**src/hdl/sparc_pkg.sv**
```systemverilog
`default_nettype none

package sparc_pkg;

	// Data word and register index
	typedef logic [31:0] word_t;
	typedef logic [4:0] reg_idx_t;

	// Instruction families from op field IR[31:30]
	typedef enum logic [1:0] {
		fam_branch = 2'b00,
		fam_call   = 2'b01,
		fam_arith  = 2'b10,
		fam_mem    = 2'b11
	} family_e;

	// Arithmetic and logic op3 codes
	typedef enum logic [5:0] {
		alu_add  = 6'b000000,
		alu_and  = 6'b000001,
		alu_or   = 6'b000010,
		alu_xor  = 6'b000011,
		alu_sub  = 6'b000100,
		alu_andn = 6'b000101,
		alu_orn  = 6'b000110,
		alu_sll  = 6'b100101,
		alu_srl  = 6'b100110,
		alu_sra  = 6'b100111
	} alu_op_e;

	// Load and store op3 codes, overlap the ALU values
	typedef enum logic [5:0] {
		mem_ld   = 6'b000000,
		mem_ldub = 6'b000001,
		mem_lduh = 6'b000010,
		mem_ldsb = 6'b001001,
		mem_ldsh = 6'b001010,
		mem_st   = 6'b000100,
		mem_stb  = 6'b000101,
		mem_sth  = 6'b000110
	} mem_op_e;

	// Access width on the memory bus
	typedef enum logic [1:0] {
		size_byte = 2'b00,
		size_half = 2'b01,
		size_word = 2'b10
	} mem_size_e;

	// Instruction after field split
	typedef struct packed {
		family_e  family;
		logic [5:0] op3;
		reg_idx_t rd;
		reg_idx_t rs1;
		reg_idx_t rs2;
		logic     use_imm;
		word_t    imm;
		logic     legal;
	} decoded_t;

endpackage

`default_nettype wire

```
**src/hdl/mem_bus_if.sv**
```systemverilog
`default_nettype none

interface mem_bus_if;
	import sparc_pkg::*;

	// Request side, one cycle pulse
	logic req_read;
	logic req_write;
	word_t addr;
	word_t wdata;
	mem_size_e size;
	logic signed_load;

	// Completion side
	word_t rdata;
	logic complete;

	modport ctrl (
		output req_read, req_write, addr, wdata, size, signed_load,
		input rdata, complete
	);

	modport port (
		input req_read, req_write, addr, wdata, size, signed_load,
		output rdata, complete
	);

endinterface

`default_nettype wire

```
**src/hdl/alu.sv**
```systemverilog
`default_nettype none

module alu (
	input sparc_pkg::alu_op_e op,
	input sparc_pkg::word_t a,
	input sparc_pkg::word_t b,
	output sparc_pkg::word_t y
);
	import sparc_pkg::*;

	logic [4:0] shamt;

	// Shift count from low bits of b
	assign shamt = b[4:0];

	always_comb begin
		case (op)
			alu_add: begin
				y = a + b;
			end
			alu_sub: begin
				y = a - b;
			end
			alu_and: begin
				y = a & b;
			end
			alu_or: begin
				y = a | b;
			end
			alu_xor: begin
				y = a ^ b;
			end
			// Inverted second operand
			alu_andn: begin
				y = a & ~b;
			end
			alu_orn: begin
				y = a | ~b;
			end
			alu_sll: begin
				y = a << shamt;
			end
			alu_srl: begin
				y = a >> shamt;
			end
			alu_sra: begin
				// Sign bit fills from the left
				y = word_t'($signed(a) >>> shamt);
			end
			default: begin
				y = '0;
			end
		endcase
	end

endmodule

`default_nettype wire

```
**src/hdl/control_unit.sv**
```systemverilog
`default_nettype none

module control_unit (
	input logic clk,
	input logic RESET,
	input logic start,
	input sparc_pkg::decoded_t dec,
	output logic busy,
	output logic done,
	output logic illegal,
	output sparc_pkg::reg_idx_t rs_a,
	output sparc_pkg::reg_idx_t rs_b,
	output sparc_pkg::reg_idx_t rd,
	output logic rf_we,
	output logic wb_sel,
	output sparc_pkg::alu_op_e alu_op,
	output logic b_imm,
	output sparc_pkg::word_t imm,
	input sparc_pkg::word_t alu_y,
	mem_bus_if.ctrl mem
);
	import sparc_pkg::*;

	typedef enum logic [2:0] {
		st_idle,
		st_exec,
		st_mem_addr,
		st_mem_wait,
		st_writeback
	} state_e;

	state_e state;
	state_e state_nx;
	logic is_mem;
	logic is_store;
	word_t st_data;

	// Illegal memory op3 runs the short path
	assign is_mem = dec.legal && dec.family == fam_mem;

	always_comb begin
		is_store = 1'b0;
		if (is_mem) begin
			case (dec.op3)
				mem_st, mem_stb, mem_sth: is_store = 1'b1;
				default: is_store = 1'b0;
			endcase
		end
	end

	always_ff @(posedge clk) begin
		if (RESET) begin
			state <= st_idle;
		end else begin
			state <= state_nx;
		end
	end

	always_comb begin
		state_nx = state;
		case (state)
			st_idle: begin
				if (start) begin
					state_nx = is_mem ? st_mem_addr : st_exec;
				end
			end
			st_exec: state_nx = st_idle;
			st_mem_addr: state_nx = st_mem_wait;
			st_mem_wait: begin
				// Stretched by mfc on the port side
				if (mem.complete) begin
					state_nx = st_writeback;
				end
			end
			st_writeback: state_nx = st_idle;
			default: state_nx = st_idle;
		endcase
	end

	// Operand routing
	always_comb begin
		rs_a   = dec.rs1;
		rs_b   = dec.rs2;
		b_imm  = dec.use_imm;
		alu_op = alu_op_e'(dec.op3);
		if (state == st_idle && is_store) begin
			// r0 | rd passes store data through the ALU
			rs_a   = '0;
			rs_b   = dec.rd;
			b_imm  = 1'b0;
			alu_op = alu_or;
		end else if (state == st_mem_addr) begin
			// Effective address rs1 + rs2/simm13
			alu_op = alu_add;
		end
	end

	// Store data held for the request cycle
	always_ff @(posedge clk) begin
		if (state == st_idle && start && is_store) begin
			st_data <= alu_y;
		end
	end

	assign imm = dec.imm;
	assign rd  = dec.rd;

	// Arith writes in exec, loads in writeback from MDR
	assign rf_we = (state == st_exec && dec.legal && dec.family == fam_arith) ||
		(state == st_writeback && !is_store);
	assign wb_sel = state == st_writeback;

	assign done    = state == st_exec || state == st_writeback;
	assign illegal = state == st_exec && !dec.legal;
	assign busy    = start || state != st_idle;

	// One cycle request from the address state
	assign mem.req_read  = state == st_mem_addr && !is_store;
	assign mem.req_write = state == st_mem_addr && is_store;
	assign mem.addr      = alu_y;
	assign mem.wdata     = st_data;
	assign mem.signed_load = dec.op3 == mem_ldsb || dec.op3 == mem_ldsh;

	always_comb begin
		case (dec.op3)
			mem_ldub, mem_ldsb, mem_stb: mem.size = size_byte;
			mem_lduh, mem_ldsh, mem_sth: mem.size = size_half;
			default: mem.size = size_word;
		endcase
	end

	// Nothing new until the port reports completion
	a_no_overlap: assert property (@(posedge clk) disable iff (RESET)
		(mem.req_read || mem.req_write) |=>
		(!(mem.req_read || mem.req_write) until mem.complete));

	a_word_align: assert property (@(posedge clk) disable iff (RESET)
		((mem.req_read || mem.req_write) && mem.size == size_word) |->
		mem.addr[1:0] == 2'b00);

	a_half_align: assert property (@(posedge clk) disable iff (RESET)
		((mem.req_read || mem.req_write) && mem.size == size_half) |->
		mem.addr[0] == 1'b0);

	a_done_pulse: assert property (@(posedge clk) disable iff (RESET)
		done |=> !done);

endmodule

`default_nettype wire

```
**src/hdl/instr_decoder.sv**
```systemverilog
`default_nettype none

module instr_decoder (
	input logic clk,
	input logic RESET,
	input sparc_pkg::word_t ir,
	input logic ir_valid,
	input logic busy,
	output logic start,
	output sparc_pkg::decoded_t dec
);
	import sparc_pkg::*;

	word_t ir_q;
	logic accept;

	// Strobe only counts while the core is idle
	assign accept = ir_valid && !busy;

	always_ff @(posedge clk) begin
		if (RESET) begin
			start <= 1'b0;
		end else begin
			start <= accept;
		end
	end

	// Instruction register
	always_ff @(posedge clk) begin
		if (accept) begin
			ir_q <= ir;
		end
	end

	always_comb begin
		dec.family  = family_e'(ir_q[31:30]);
		dec.rd      = ir_q[29:25];
		dec.op3     = ir_q[24:19];
		dec.rs1     = ir_q[18:14];
		dec.use_imm = ir_q[13];
		dec.rs2     = ir_q[4:0];
		// simm13 sign extended to a word
		dec.imm     = {{19{ir_q[12]}}, ir_q[12:0]};
		dec.legal   = 1'b1;
		// Branch and call always pass as no-ops
		if (ir_q[31:30] == fam_arith) begin
			case (ir_q[24:19])
				alu_add, alu_and, alu_or, alu_xor, alu_sub,
				alu_andn, alu_orn, alu_sll, alu_srl, alu_sra: dec.legal = 1'b1;
				default: dec.legal = 1'b0;
			endcase
		end else if (ir_q[31:30] == fam_mem) begin
			case (ir_q[24:19])
				mem_ld, mem_ldub, mem_lduh, mem_ldsb, mem_ldsh,
				mem_st, mem_stb, mem_sth: dec.legal = 1'b1;
				default: dec.legal = 1'b0;
			endcase
		end
	end

endmodule

`default_nettype wire

```
**src/hdl/mem_port.sv**
```systemverilog
`default_nettype none

module mem_port (
	input logic clk,
	input logic RESET,
	mem_bus_if.port bus,
	output sparc_pkg::word_t mem_addr,
	output sparc_pkg::word_t mem_wdata,
	output sparc_pkg::mem_size_e mem_size,
	output logic mem_read,
	output logic mem_write,
	input sparc_pkg::word_t mem_rdata,
	input logic mfc
);
	import sparc_pkg::*;

	word_t mar;
	word_t mdr;
	mem_size_e size_q;
	logic sign_q;
	logic complete_q;
	word_t ext_data;

	// Strobes and completion
	always_ff @(posedge clk) begin
		if (RESET) begin
			mem_read   <= 1'b0;
			mem_write  <= 1'b0;
			complete_q <= 1'b0;
		end else begin
			complete_q <= 1'b0;
			if (bus.req_read || bus.req_write) begin
				mem_read  <= bus.req_read;
				mem_write <= bus.req_write;
			end else if ((mem_read || mem_write) && mfc) begin
				mem_read   <= 1'b0;
				mem_write  <= 1'b0;
				complete_q <= 1'b1;
			end
		end
	end

	// MAR and MDR capture
	always_ff @(posedge clk) begin
		if (bus.req_read || bus.req_write) begin
			mar    <= bus.addr;
			mdr    <= bus.wdata;
			size_q <= bus.size;
			sign_q <= bus.signed_load;
		end else if (mem_read && mfc) begin
			mdr <= ext_data;
		end
	end

	// Memory returns data right aligned, extend by size
	always_comb begin
		case (size_q)
			size_byte: ext_data = {{24{sign_q & mem_rdata[7]}}, mem_rdata[7:0]};
			size_half: ext_data = {{16{sign_q & mem_rdata[15]}}, mem_rdata[15:0]};
			default: ext_data = mem_rdata;
		endcase
	end

	assign mem_addr     = mar;
	assign mem_wdata    = mdr;
	assign mem_size     = size_q;
	assign bus.rdata    = mdr;
	assign bus.complete = complete_q;

	a_one_strobe: assert property (@(posedge clk) disable iff (RESET)
		!(mem_read && mem_write));

endmodule

`default_nettype wire

```
**src/hdl/reg_file.sv**
```systemverilog
`default_nettype none

module reg_file (
	input logic clk,
	input logic RESET,
	input sparc_pkg::reg_idx_t ra,
	input sparc_pkg::reg_idx_t rb,
	output sparc_pkg::word_t a,
	output sparc_pkg::word_t b,
	input sparc_pkg::reg_idx_t wa,
	input logic we,
	input sparc_pkg::word_t wd
);
	import sparc_pkg::*;

	word_t regs [32];

	// Synchronous write, r0 never written
	always_ff @(posedge clk) begin
		if (RESET) begin
			for (int i = 0; i < 32; i++) begin
				regs[i] <= '0;
			end
		end else if (we && wa != '0) begin
			regs[wa] <= wd;
		end
	end

	// Async read ports
	assign a = (ra == '0) ? '0 : regs[ra];
	assign b = (rb == '0) ? '0 : regs[rb];

endmodule

`default_nettype wire

```
**src/hdl/sparc_core.sv**
```systemverilog
`default_nettype none

module sparc_core (
	input logic clk,
	input logic RESET,
	input logic [31:0] ir,
	input logic ir_valid,
	output logic busy,
	output logic done,
	output logic illegal,
	output logic [31:0] mem_addr,
	output logic [31:0] mem_wdata,
	output logic [1:0] mem_size,
	output logic mem_read,
	output logic mem_write,
	input logic [31:0] mem_rdata,
	input logic mfc
);
	import sparc_pkg::*;

	decoded_t dec;
	logic start;
	reg_idx_t rs_a;
	reg_idx_t rs_b;
	reg_idx_t rd;
	logic rf_we;
	logic wb_sel;
	alu_op_e alu_op;
	logic b_imm;
	word_t imm;
	word_t rf_a;
	word_t rf_b;
	word_t alu_b;
	word_t alu_y;
	word_t wd;

	mem_bus_if mbus ();

	instr_decoder u_dec (
		.clk(clk), .RESET(RESET), .ir(ir), .ir_valid(ir_valid),
		.busy(busy), .start(start), .dec(dec)
	);

	control_unit u_ctrl (
		.clk(clk), .RESET(RESET), .start(start), .dec(dec),
		.busy(busy), .done(done), .illegal(illegal),
		.rs_a(rs_a), .rs_b(rs_b), .rd(rd), .rf_we(rf_we), .wb_sel(wb_sel),
		.alu_op(alu_op), .b_imm(b_imm), .imm(imm), .alu_y(alu_y), .mem(mbus.ctrl)
	);

	reg_file u_rf (
		.clk(clk), .RESET(RESET), .ra(rs_a), .rb(rs_b), .a(rf_a), .b(rf_b),
		.wa(rd), .we(rf_we), .wd(wd)
	);

	// Operand B from register or simm13
	assign alu_b = b_imm ? imm : rf_b;

	alu u_alu (.op(alu_op), .a(rf_a), .b(alu_b), .y(alu_y));

	// Write back ALU result or loaded MDR
	assign wd = wb_sel ? mbus.rdata : alu_y;

	mem_port u_mem (
		.clk(clk), .RESET(RESET), .bus(mbus.port),
		.mem_addr(mem_addr), .mem_wdata(mem_wdata), .mem_size(mem_size),
		.mem_read(mem_read), .mem_write(mem_write), .mem_rdata(mem_rdata), .mfc(mfc)
	);

endmodule

`default_nettype wire

```
**config.mk**
```make
export PLATFORM = sky130hd
export DESIGN_NAME = sparc_core
export DESIGN_NICKNAME = d
export VERILOG_FILES = /design/src/hdl/sparc_pkg.sv /design/src/hdl/mem_bus_if.sv /design/src/hdl/alu.sv /design/src/hdl/control_unit.sv /design/src/hdl/instr_decoder.sv /design/src/hdl/mem_port.sv /design/src/hdl/reg_file.sv /design/src/hdl/sparc_core.sv
export SDC_FILE = /design/constraint.sdc
export NUM_CORES = 2
export LEC_CHECK = 0
export BUFFER_PORTS_ARGS = -buffer_cell sky130_fd_sc_hd__buf_2
export CORE_MARGIN = 8
export CORE_UTILIZATION = 55
export DETAILED_ROUTE_END_ITERATION = 7
export PLACE_DENSITY = 0.76
export SYNTH_ARGS = -nofsm -noshare
export SYNTH_HDL_FRONTEND = slang
export SYNTH_HIERARCHICAL = 1
export SYNTH_SLANG_ARGS = --single-unit
export TNS_END_PERCENT = 100
```
**constraint.sdc**
```tcl
create_clock -name clk -period 13.25 [get_ports clk]
set_input_delay 3.975 -clock clk [delete_from_list [all_inputs] [get_ports clk]]
set_output_delay 3.975 -clock clk [all_outputs]
set_load 0.01 [all_outputs]
```
After elaboration in Yosys (flattened, before gate mapping) --
Memory sizes are Yosys's and may differ from the RTL's. A register that Yosys moved wholly into a read port is not among the register bits. Index checks and enable logic that the tools add are counted.
Storage, ports and cells: memories 2, logic and storage cells 133, register bits 138, input port bits 68, memory bits (writable) 1024, output and inout bits 71, memory bits (read-only) 16
Cells by class: equal/unequal tests 29, add/subtract/negate cells 2, shift operators 3, bitwise logic cells 8, reduce and logical (&&, ||, !) cells 41, multiplexer cells 37
Memory list:
- u_rf.regs | words 32, width 32, read ports 2, clocked after memory_dff 0, wr ports 32, line reg_file.sv:16 | word_t regs [32];
- (no name shown) | words 16, width 1, read ports 1, clocked after memory_dff 1, wr ports 0, line instr_decoder.sv:53 | case (ir_q[24:19])
Operator list (number):
- $pmux W32 S10 | 1
- $mux W32 | 7
- $and A32 B32 Y32 | 2
- $or A32 B32 Y32 | 2
- $pmux W32 S2 | 1
- $eq A6 B3 Y1 const B | 6
- $eq A6 B6 Y1 const B | 6
- $add A32 B32 Y32 | 1
- $not A32 Y32 | 1
- $reduce_or A32 Y1 | 1
- $shl A32 B5 Y32 | 1
- $shr A32 B5 Y32 | 1
- $sshr A32 B5 Y32 | 1
- $sub A32 B32 Y32 | 1
- $xor A32 B32 Y32 | 1
- $eq A6 B2 Y1 const B | 4
- $mux W1 | 17
- $mux W5 | 3
- $logic_and A1 B1 Y1 | 14
- $eq A6 B1 Y1 const B | 2
- $eq A6 B4 Y1 const B | 2
- $logic_not A6 Y1 | 2
- $mux W6 | 2
- $logic_not A5 Y1 | 2
- 24 further kinds | 39

Logic depth before layout (Yosys ltp) --
word-level depth 16, mapped depth 37, depth with buffers taken out 28

Hierarchy --
The synthesis kept the hierarchy.
By module, submodules not included:
- reg_file | cells each 3502, area each 54253.3 um2, instances 1
- alu | cells each 1120, area each 7832.5 um2, instances 1
- mem_port | cells each 213, area each 3325.7 um2, instances 1
- control_unit | cells each 164, area each 1975.6 um2, instances 1
- instr_decoder | cells each 75, area each 1321.3 um2, instances 1
- sparc_core | cells each 72, area each 1088.5 um2, instances 1

Worst setup path before layout --
No wires, ideal clock.
kind flip-flop to flip-flop, start register u_dec.ir_q[20], end memory u_rf/regs[10][28] in the netlist's numbering (data pin), arrival 7685 ps, setup slack 5310 ps, library setup time 255 ps, cell stages (with the launch flop) 36, path buffers 7, clock period less this slack 7940 ps, path through edfxtp_1 > and4b_1 > o32a_1 > o21ai_2 > and3_1 > nand4_4 > buf_6 > mux2_4 > buf_2 > buf_2 > clkbuf_1 > mux4_2 > a22o_1 > a2111oi_0 > nor3_1 > mux2_2 > buf_4 > or4_4 > nor3_1 > and2_1 > nand2_1 > o41ai_1 > xnor2_1 > ha_1 > clkbuf_1 > a21o_1 > a21o_1 > a21oi_1 > o21ai_0 > a31oi_1 > o31a_1 > mux2i_1 > a211o_1 > mux2_4 > clkbuf_1 > and2_1
RTL lines:
- from (decl) | line instr_decoder.sv:14 | word_t ir_q;
- from (signal assigned) | line instr_decoder.sv:31 | ir_q <= ir;
- to (decl) | line reg_file.sv:16

==> report_table.html <==
<table>
<tr><th>Metric</th><th>Value</th></tr>
<tr><th colspan="2">Detailed routing</th></tr>
<tr><td>DR vias/cell</td><td>between 7 and 8</td></tr>
<tr><td>Initial DRC Count</td><td>8318</td></tr>
<tr><td>DRC violations left</td><td>0</td></tr>
<tr><td>WL final</td><td>240000 um</td></tr>
<tr><td>First-pass detailed-route iteration total</td><td>6</td></tr>
<tr><td>Number of nets still failing antenna checks after routing</td><td>0</td></tr>
<tr><td>Average wire per standard cell</td><td>35.8 um</td></tr>
<tr><td>Number of vias in the routed layout</td><td>48700</td></tr>
<tr><th colspan="2">Synth</th></tr>
<tr><td>Number of synthesized flops with an enable pin</td><td>~1200</td></tr>
<tr><td>Yosys reg bits</td><td>about 1200</td></tr>
<tr><td>Post-Syn Area</td><td>between 60000 and 70000 sq um</td></tr>
<tr><td>Mean instance size in the synthesized netlist</td><td>roughly 14 sq um</td></tr>
<tr><td>Main flop type after synthesis</td><td>edfxtp_1</td></tr>
<tr><td>Synthesized netlist cell count</td><td>between 5000 and 6000</td></tr>
<tr><td>Yosys warning total</td><td>6</td></tr>
<tr><td>Number of distinct standard cells referenced by the synthesized netlist</td><td>about 110</td></tr>
<tr><td>Part of the Yosys area used for sequential elements</td><td>49.9%</td></tr>
<tr><td>Proportion of synthesized flip-flops having asynchronous set or reset</td><td>0%</td></tr>
<tr><th colspan="2">Layout</th></tr>
<tr><td>Layout cell share with drive strength beyond 1</td><td>between 20 and 30%</td></tr>
<tr><td>Most common cell after layout, fill and taps aside</td><td>edfxtp_1</td></tr>
<tr><td>Area growth from synthesis to layout</td><td>7.00%</td></tr>
<tr><td>Post-layout nets</td><td>slightly above 5000</td></tr>
<tr><td>Top library cells by usage in the layout, fill and taps aside</td><td>edfxtp_1 (1155), and2_1 (999), mux4_2 (520)</td></tr>
<tr><th colspan="2">Worst setup path</th></tr>
<tr><td>Worst setup SP type</td><td>register</td></tr>
<tr><td>Slack of the worst reg-to-reg path</td><td>roughly 1.8 ns</td></tr>
<tr><td>Category of the most critical setup path</td><td>reg2reg</td></tr>
<tr><td>Crit Reg-Reg Endpoint</td><td>u_rf/regs[9][29]$_SDFFCE_PN0P_</td></tr>
<tr><td>Kind of end point of the critical path</td><td>register</td></tr>
<tr><td>Master of the slowest instance on the critical path</td><td>a2111oi_1</td></tr>
<tr><td>Arrival time at the worst endpoint</td><td>between 10 and 15 ns</td></tr>
<tr><td>Crit path top cell by count</td><td>buf_4</td></tr>
<tr><td>Worst Reg-to-Reg Cells</td><td>31</td></tr>
<tr><td>Required arrival time at the worst endpoint</td><td>13.73 ns</td></tr>
<tr><td>Largest stage delay on the critical path</td><td>roughly 1.1 ns</td></tr>
<tr><td>Startpoint of the most critical register-to-register path</td><td>u_dec/ir_q[20]$_DFFE_PN_</td></tr>
<tr><td>Top fanout value on the critical path</td><td>35</td></tr>
<tr><th colspan="2">Global routing</th></tr>
<tr><td>Number of antenna violations at the first check in global routing</td><td>14</td></tr>
<tr><td>Maximum number of pins on one net before global-route repair</td><td>88</td></tr>
<tr><td>Overall Global Routing Usage</td><td>between 30 and 40%</td></tr>
<tr><td>Grt ovf</td><td>0</td></tr>
<tr><td>Via count of the first global-routing pass</td><td>between 40000 and 50000</td></tr>
<tr><td>Wire length of the first global-routing pass</td><td>between 300000 and 400000 um</td></tr>
<tr><th colspan="2">Status</th></tr>
<tr><td>Violations in the final reports</td><td>max-capacitance violations, max-slew violations</td></tr>
<tr><td>Result of the run</td><td>finished, violations left</td></tr>
<tr><th colspan="2">Power</th></tr>
<tr><td>Clock Power Share</td><td>a little under a quarter</td></tr>
<tr><td>Comb pwr share</td><td>between 40% and 50%</td></tr>
<tr><td>Sequential group share of total power</td><td>a little under a third</td></tr>
<tr><td>Maximum ir drop on the vdd rail</td><td>about 0.14 mV</td></tr>
<tr><td>Int Power</td><td>slightly below 9 mW</td></tr>
<tr><td>Switching power as a share of total power</td><td>between 40 and 50%</td></tr>
<tr><td>Net switching power of the design</td><td>just over 6 mW</td></tr>
<tr><td>Static leakage</td><td>roughly 27 nW</td></tr>
<tr><td>Power per Cell Area</td><td>about 200 nW/um^2</td></tr>
<tr><th colspan="2">Floorplanning</th></tr>
<tr><td>Initial Utilization</td><td>a little under three fifths</td></tr>
<tr><td>Placement Rows</td><td>130</td></tr>
<tr><td>Die span in x</td><td>372 um</td></tr>
<tr><td>Top-level I/O count</td><td>between 100 and 150</td></tr>
<tr><td>DIE HEIGHT</td><td>372 um</td></tr>
<tr><td>Die area</td><td>between 100000 and 150000 sq um</td></tr>
<tr><td>Placeable core region</td><td>approximately 130000 sq um</td></tr>
<tr><th colspan="2">Clocking</th></tr>
<tr><td>CTS Buf Count</td><td>between 100 and 150</td></tr>
<tr><td>Clock latency on the worst-skew pair</td><td>0.80 ns</td></tr>
<tr><td>Clock tree from TritonCTS</td><td>built</td></tr>
<tr><td>Number of gates given a new drive strength after cts</td><td>0</td></tr>
<tr><td>H-tree depth reported by CTS</td><td>3</td></tr>
<tr><td>Clk sink count</td><td>approximately 1200</td></tr>
<tr><td>Quantity of hold-fixing buffers added after cts</td><td>0</td></tr>
<tr><td>Post-CTS Setup Inserts</td><td>0</td></tr>
<tr><td>Clk root buf</td><td>clkbuf_16</td></tr>
<tr><td>Worst-path clk slew</td><td>0.07 ns</td></tr>
<tr><td>Maximum number of buffers from clock root to sink</td><td>3</td></tr>
<tr><th colspan="2">STA</th></tr>
<tr><td>Measured slew at the worst slew-check pin</td><td>1.50 ns</td></tr>
<tr><td>Total Negative Setup Slacks</td><td>0 ns</td></tr>
<tr><td>Hold slack</td><td>between 0.4 and 0.5 ns</td></tr>
<tr><td>Setup slack of the critical path after layout</td><td>roughly 1.8 ns</td></tr>
<tr><td>Count of final hold-check violations</td><td>0</td></tr>
<tr><td>Shortest period the worst path allows</td><td>~11 ns</td></tr>
<tr><td>RSZ-0062 raised after global routing</td><td>false</td></tr>
<tr><td>Final critical-path share of the clock period</td><td>86.1%</td></tr>
<tr><td>Top achievable clock speed</td><td>between 80 and 90 MHz</td></tr>
<tr><td>Final Max Tran Viols</td><td>1</td></tr>
<tr><td>Max_slew headroom</td><td>-0.129%</td></tr>
<tr><td>Final Setup Violations</td><td>0</td></tr>
<tr><td>Layout Skew</td><td>0.0860 ns</td></tr>
<tr><th colspan="2">Placement</th></tr>
<tr><td>Dpl hpwl</td><td>about 150000 um</td></tr>
<tr><td>Final Wtd Congestion</td><td>1.05</td></tr>
<tr><td>IO buf count</td><td>between 100 and 150</td></tr>
<tr><td>Setup slack after placement</td><td>between 2 and 2.5 ns</td></tr>
<tr><th colspan="2">Worst hold path</th></tr>
<tr><td>Class of the tightest hold or removal check</td><td>reg2reg</td></tr>
<tr><td>Worst Hold Endpoint</td><td>u_ctrl/state[2]$_SDFFE_PP0P_</td></tr>
<tr><td>Cell depth of the worst min-delay path</td><td>2</td></tr>
<tr><td>Hold Crit Start</td><td>u_mem/bus.complete$_SDFF_PP0_</td></tr>
<tr><th colspan="2">Run</th></tr>
<tr><td>Max_cap viols</td><td>1</td></tr>
</table>
layer usage:
metal  wire length, um  GRT usage, %  vias to the layer above
li1                  -             -                    19200
met4             19400          22.4                        2
met5                13             0                        -
met2            105000          50.3                     4319
met3             35200          9.85                      920
met1             80700          43.2                    24200
power groups by stage:
| stage | combinational [mW] | clock [mW] | sequential (mW) |
|---|---|---|---|
| CTS | 6.61 | 3.44 | 4.49 |
| detailed placement | 6.58 | 0 | 4.56 |
| finish | 6.87 | 3.44 | 4.49 |
| floorplan | 4.60 | 0 | 4.49 |
| global route | 7.07 | 3.58 | 4.51 |
| global placement | 6.52 | 0 | 4.55 |
critical path: cells and delay by family (launching register included):
family	cells	cell delay, ns
fa+ha+maj	1	0.32
simple gates	12	3.25
xor+xnor	1	0.17
buf+inv	3	1.04
mux	3	1.93
flops	1	0.50
compound gates	11	3.82
final cells by class:
class / instances / area [sq um]
repair buffers: 314 / 2040
clock inverters: 81 / 873
fillers: 9505 / 51100
multi-input cells: 3319 / 31600
clock buffers: 141 / 3070
diodes: 7 / 17.5
flip-flops and latches: 1163 / 34800
inverters: 33 / 124
well taps: 1650 / 2060
synth_stat cells (14+ instances only):
master | number | area share (%)
edfxtp_1 | 1155 | 50
and2_1 | 1000 | 9.0
mux4_2 | 520 | 17
clkbuf_1 | 354 | 1.9
mux2i_1 | 213 | 3.1
buf_4 | 172 | 1.8
nor2_1 | 146 | 0.79
a21oi_1 | 131 | 0.94
nand2_1 | 128 | 0.69
o22ai_1 | 127 | 1.1
o21ai_0 | 109 | 0.78
buf_2 | 76 | 0.54
nor3_1 | 75 | 0.54
mux2_2 | 70 | 1.1
a22o_1 | 63 | 0.79
mux2_4 | 62 | 1.3
xor2_1 | 42 | 0.53
a2111oi_1 | 41 | 0.59
or2_2 | 40 | 0.36
xnor2_1 | 35 | 0.44
ha_1 | 34 | 0.61
inv_1 | 30 | 0.16
a22oi_1 | 29 | 0.31
buf_6 | 28 | 0.45
nand2b_1 | 28 | 0.25
nand3_1 | 25 | 0.18
o211ai_1 | 24 | 0.26
o21ba_2 | 24 | 0.34
buf_1 | 23 | 0.12
nor2b_1 | 23 | 0.21
a2111oi_0 | 15 | 0.19
a211oi_1 | 15 | 0.16
a31oi_1 | 14 | 0.13
flip-flops by register name, indices dropped and copies added (netlist names), named ones only:
signal,count
u_mem/mem_read,1
u_mem/bus.rdata,32
u_ctrl/state,3
u_mem/bus.complete,1
u_mem/mem_write,1
u_mem/sign_q,1
u_mem/mem_addr,32
u_dec/start,1
u_ctrl/mem.wdata,32
u_dec/ir_q,32
u_mem/mem_size,2
u_rf/regs,1024
worst max-delay path by stage:
| stage | startpoint | endpoint | slack [ns] |
|---|---|---|---|
| 2_1_floorplan | u_dec/ir_q[20]$_DFFE_PN_ | u_rf/regs[10][28]$_SDFFCE_PN0P_ | 5.31 |
| 3_3_place_gp | u_dec/ir_q[20]$_DFFE_PN_ | u_rf/regs[18][29]$_SDFFCE_PN0P_ | 2.44 |
| 3_5_place_dp | u_dec/ir_q[20]$_DFFE_PN_ | u_rf/regs[21][29]$_SDFFCE_PN0P_ | 2.24 |
| 4_1_cts | u_dec/ir_q[20]$_DFFE_PN_ | u_rf/regs[10][29]$_SDFFCE_PN0P_ | 2.16 |
| 5_1_grt | u_dec/ir_q[20]$_DFFE_PN_ | u_rf/regs[9][29]$_SDFFCE_PN0P_ | 1.58 |
| 6_report | u_dec/ir_q[20]$_DFFE_PN_ | u_rf/regs[9][29]$_SDFFCE_PN0P_ | 1.84 |
kinds of logic after synthesis:
| logic type | Yosys count | synth area share (%) |
|---|---|---|
| other | 1 | 0.00537 |
| adder cells (fa/ha/maj) | 35 | 0.638 |
| AO/OA/AOI/OAI | 737 | 7.65 |
| AND/OR/NAND/NOR | 1573 | 13.3 |
| XOR/XNOR | 77 | 0.966 |
| flip-flops | 1163 | 49.9 |
| multiplexers | 865 | 22.3 |
| buffers and inverters | 695 | 5.27 |
through the flow:
stage,instance area (sq um),util [%],instances,total power [mW]
finish,74700,59.4,6708,14.8
detailed placement,70700,56.2,6479,11.1
global placement,70700,56.2,6479,11.1
global route,74700,59.4,6701,15.2
CTS,74700,59.4,6701,14.5
floorplan,69900,-,5177,9.09
Power figures use the tool's default switching activity.
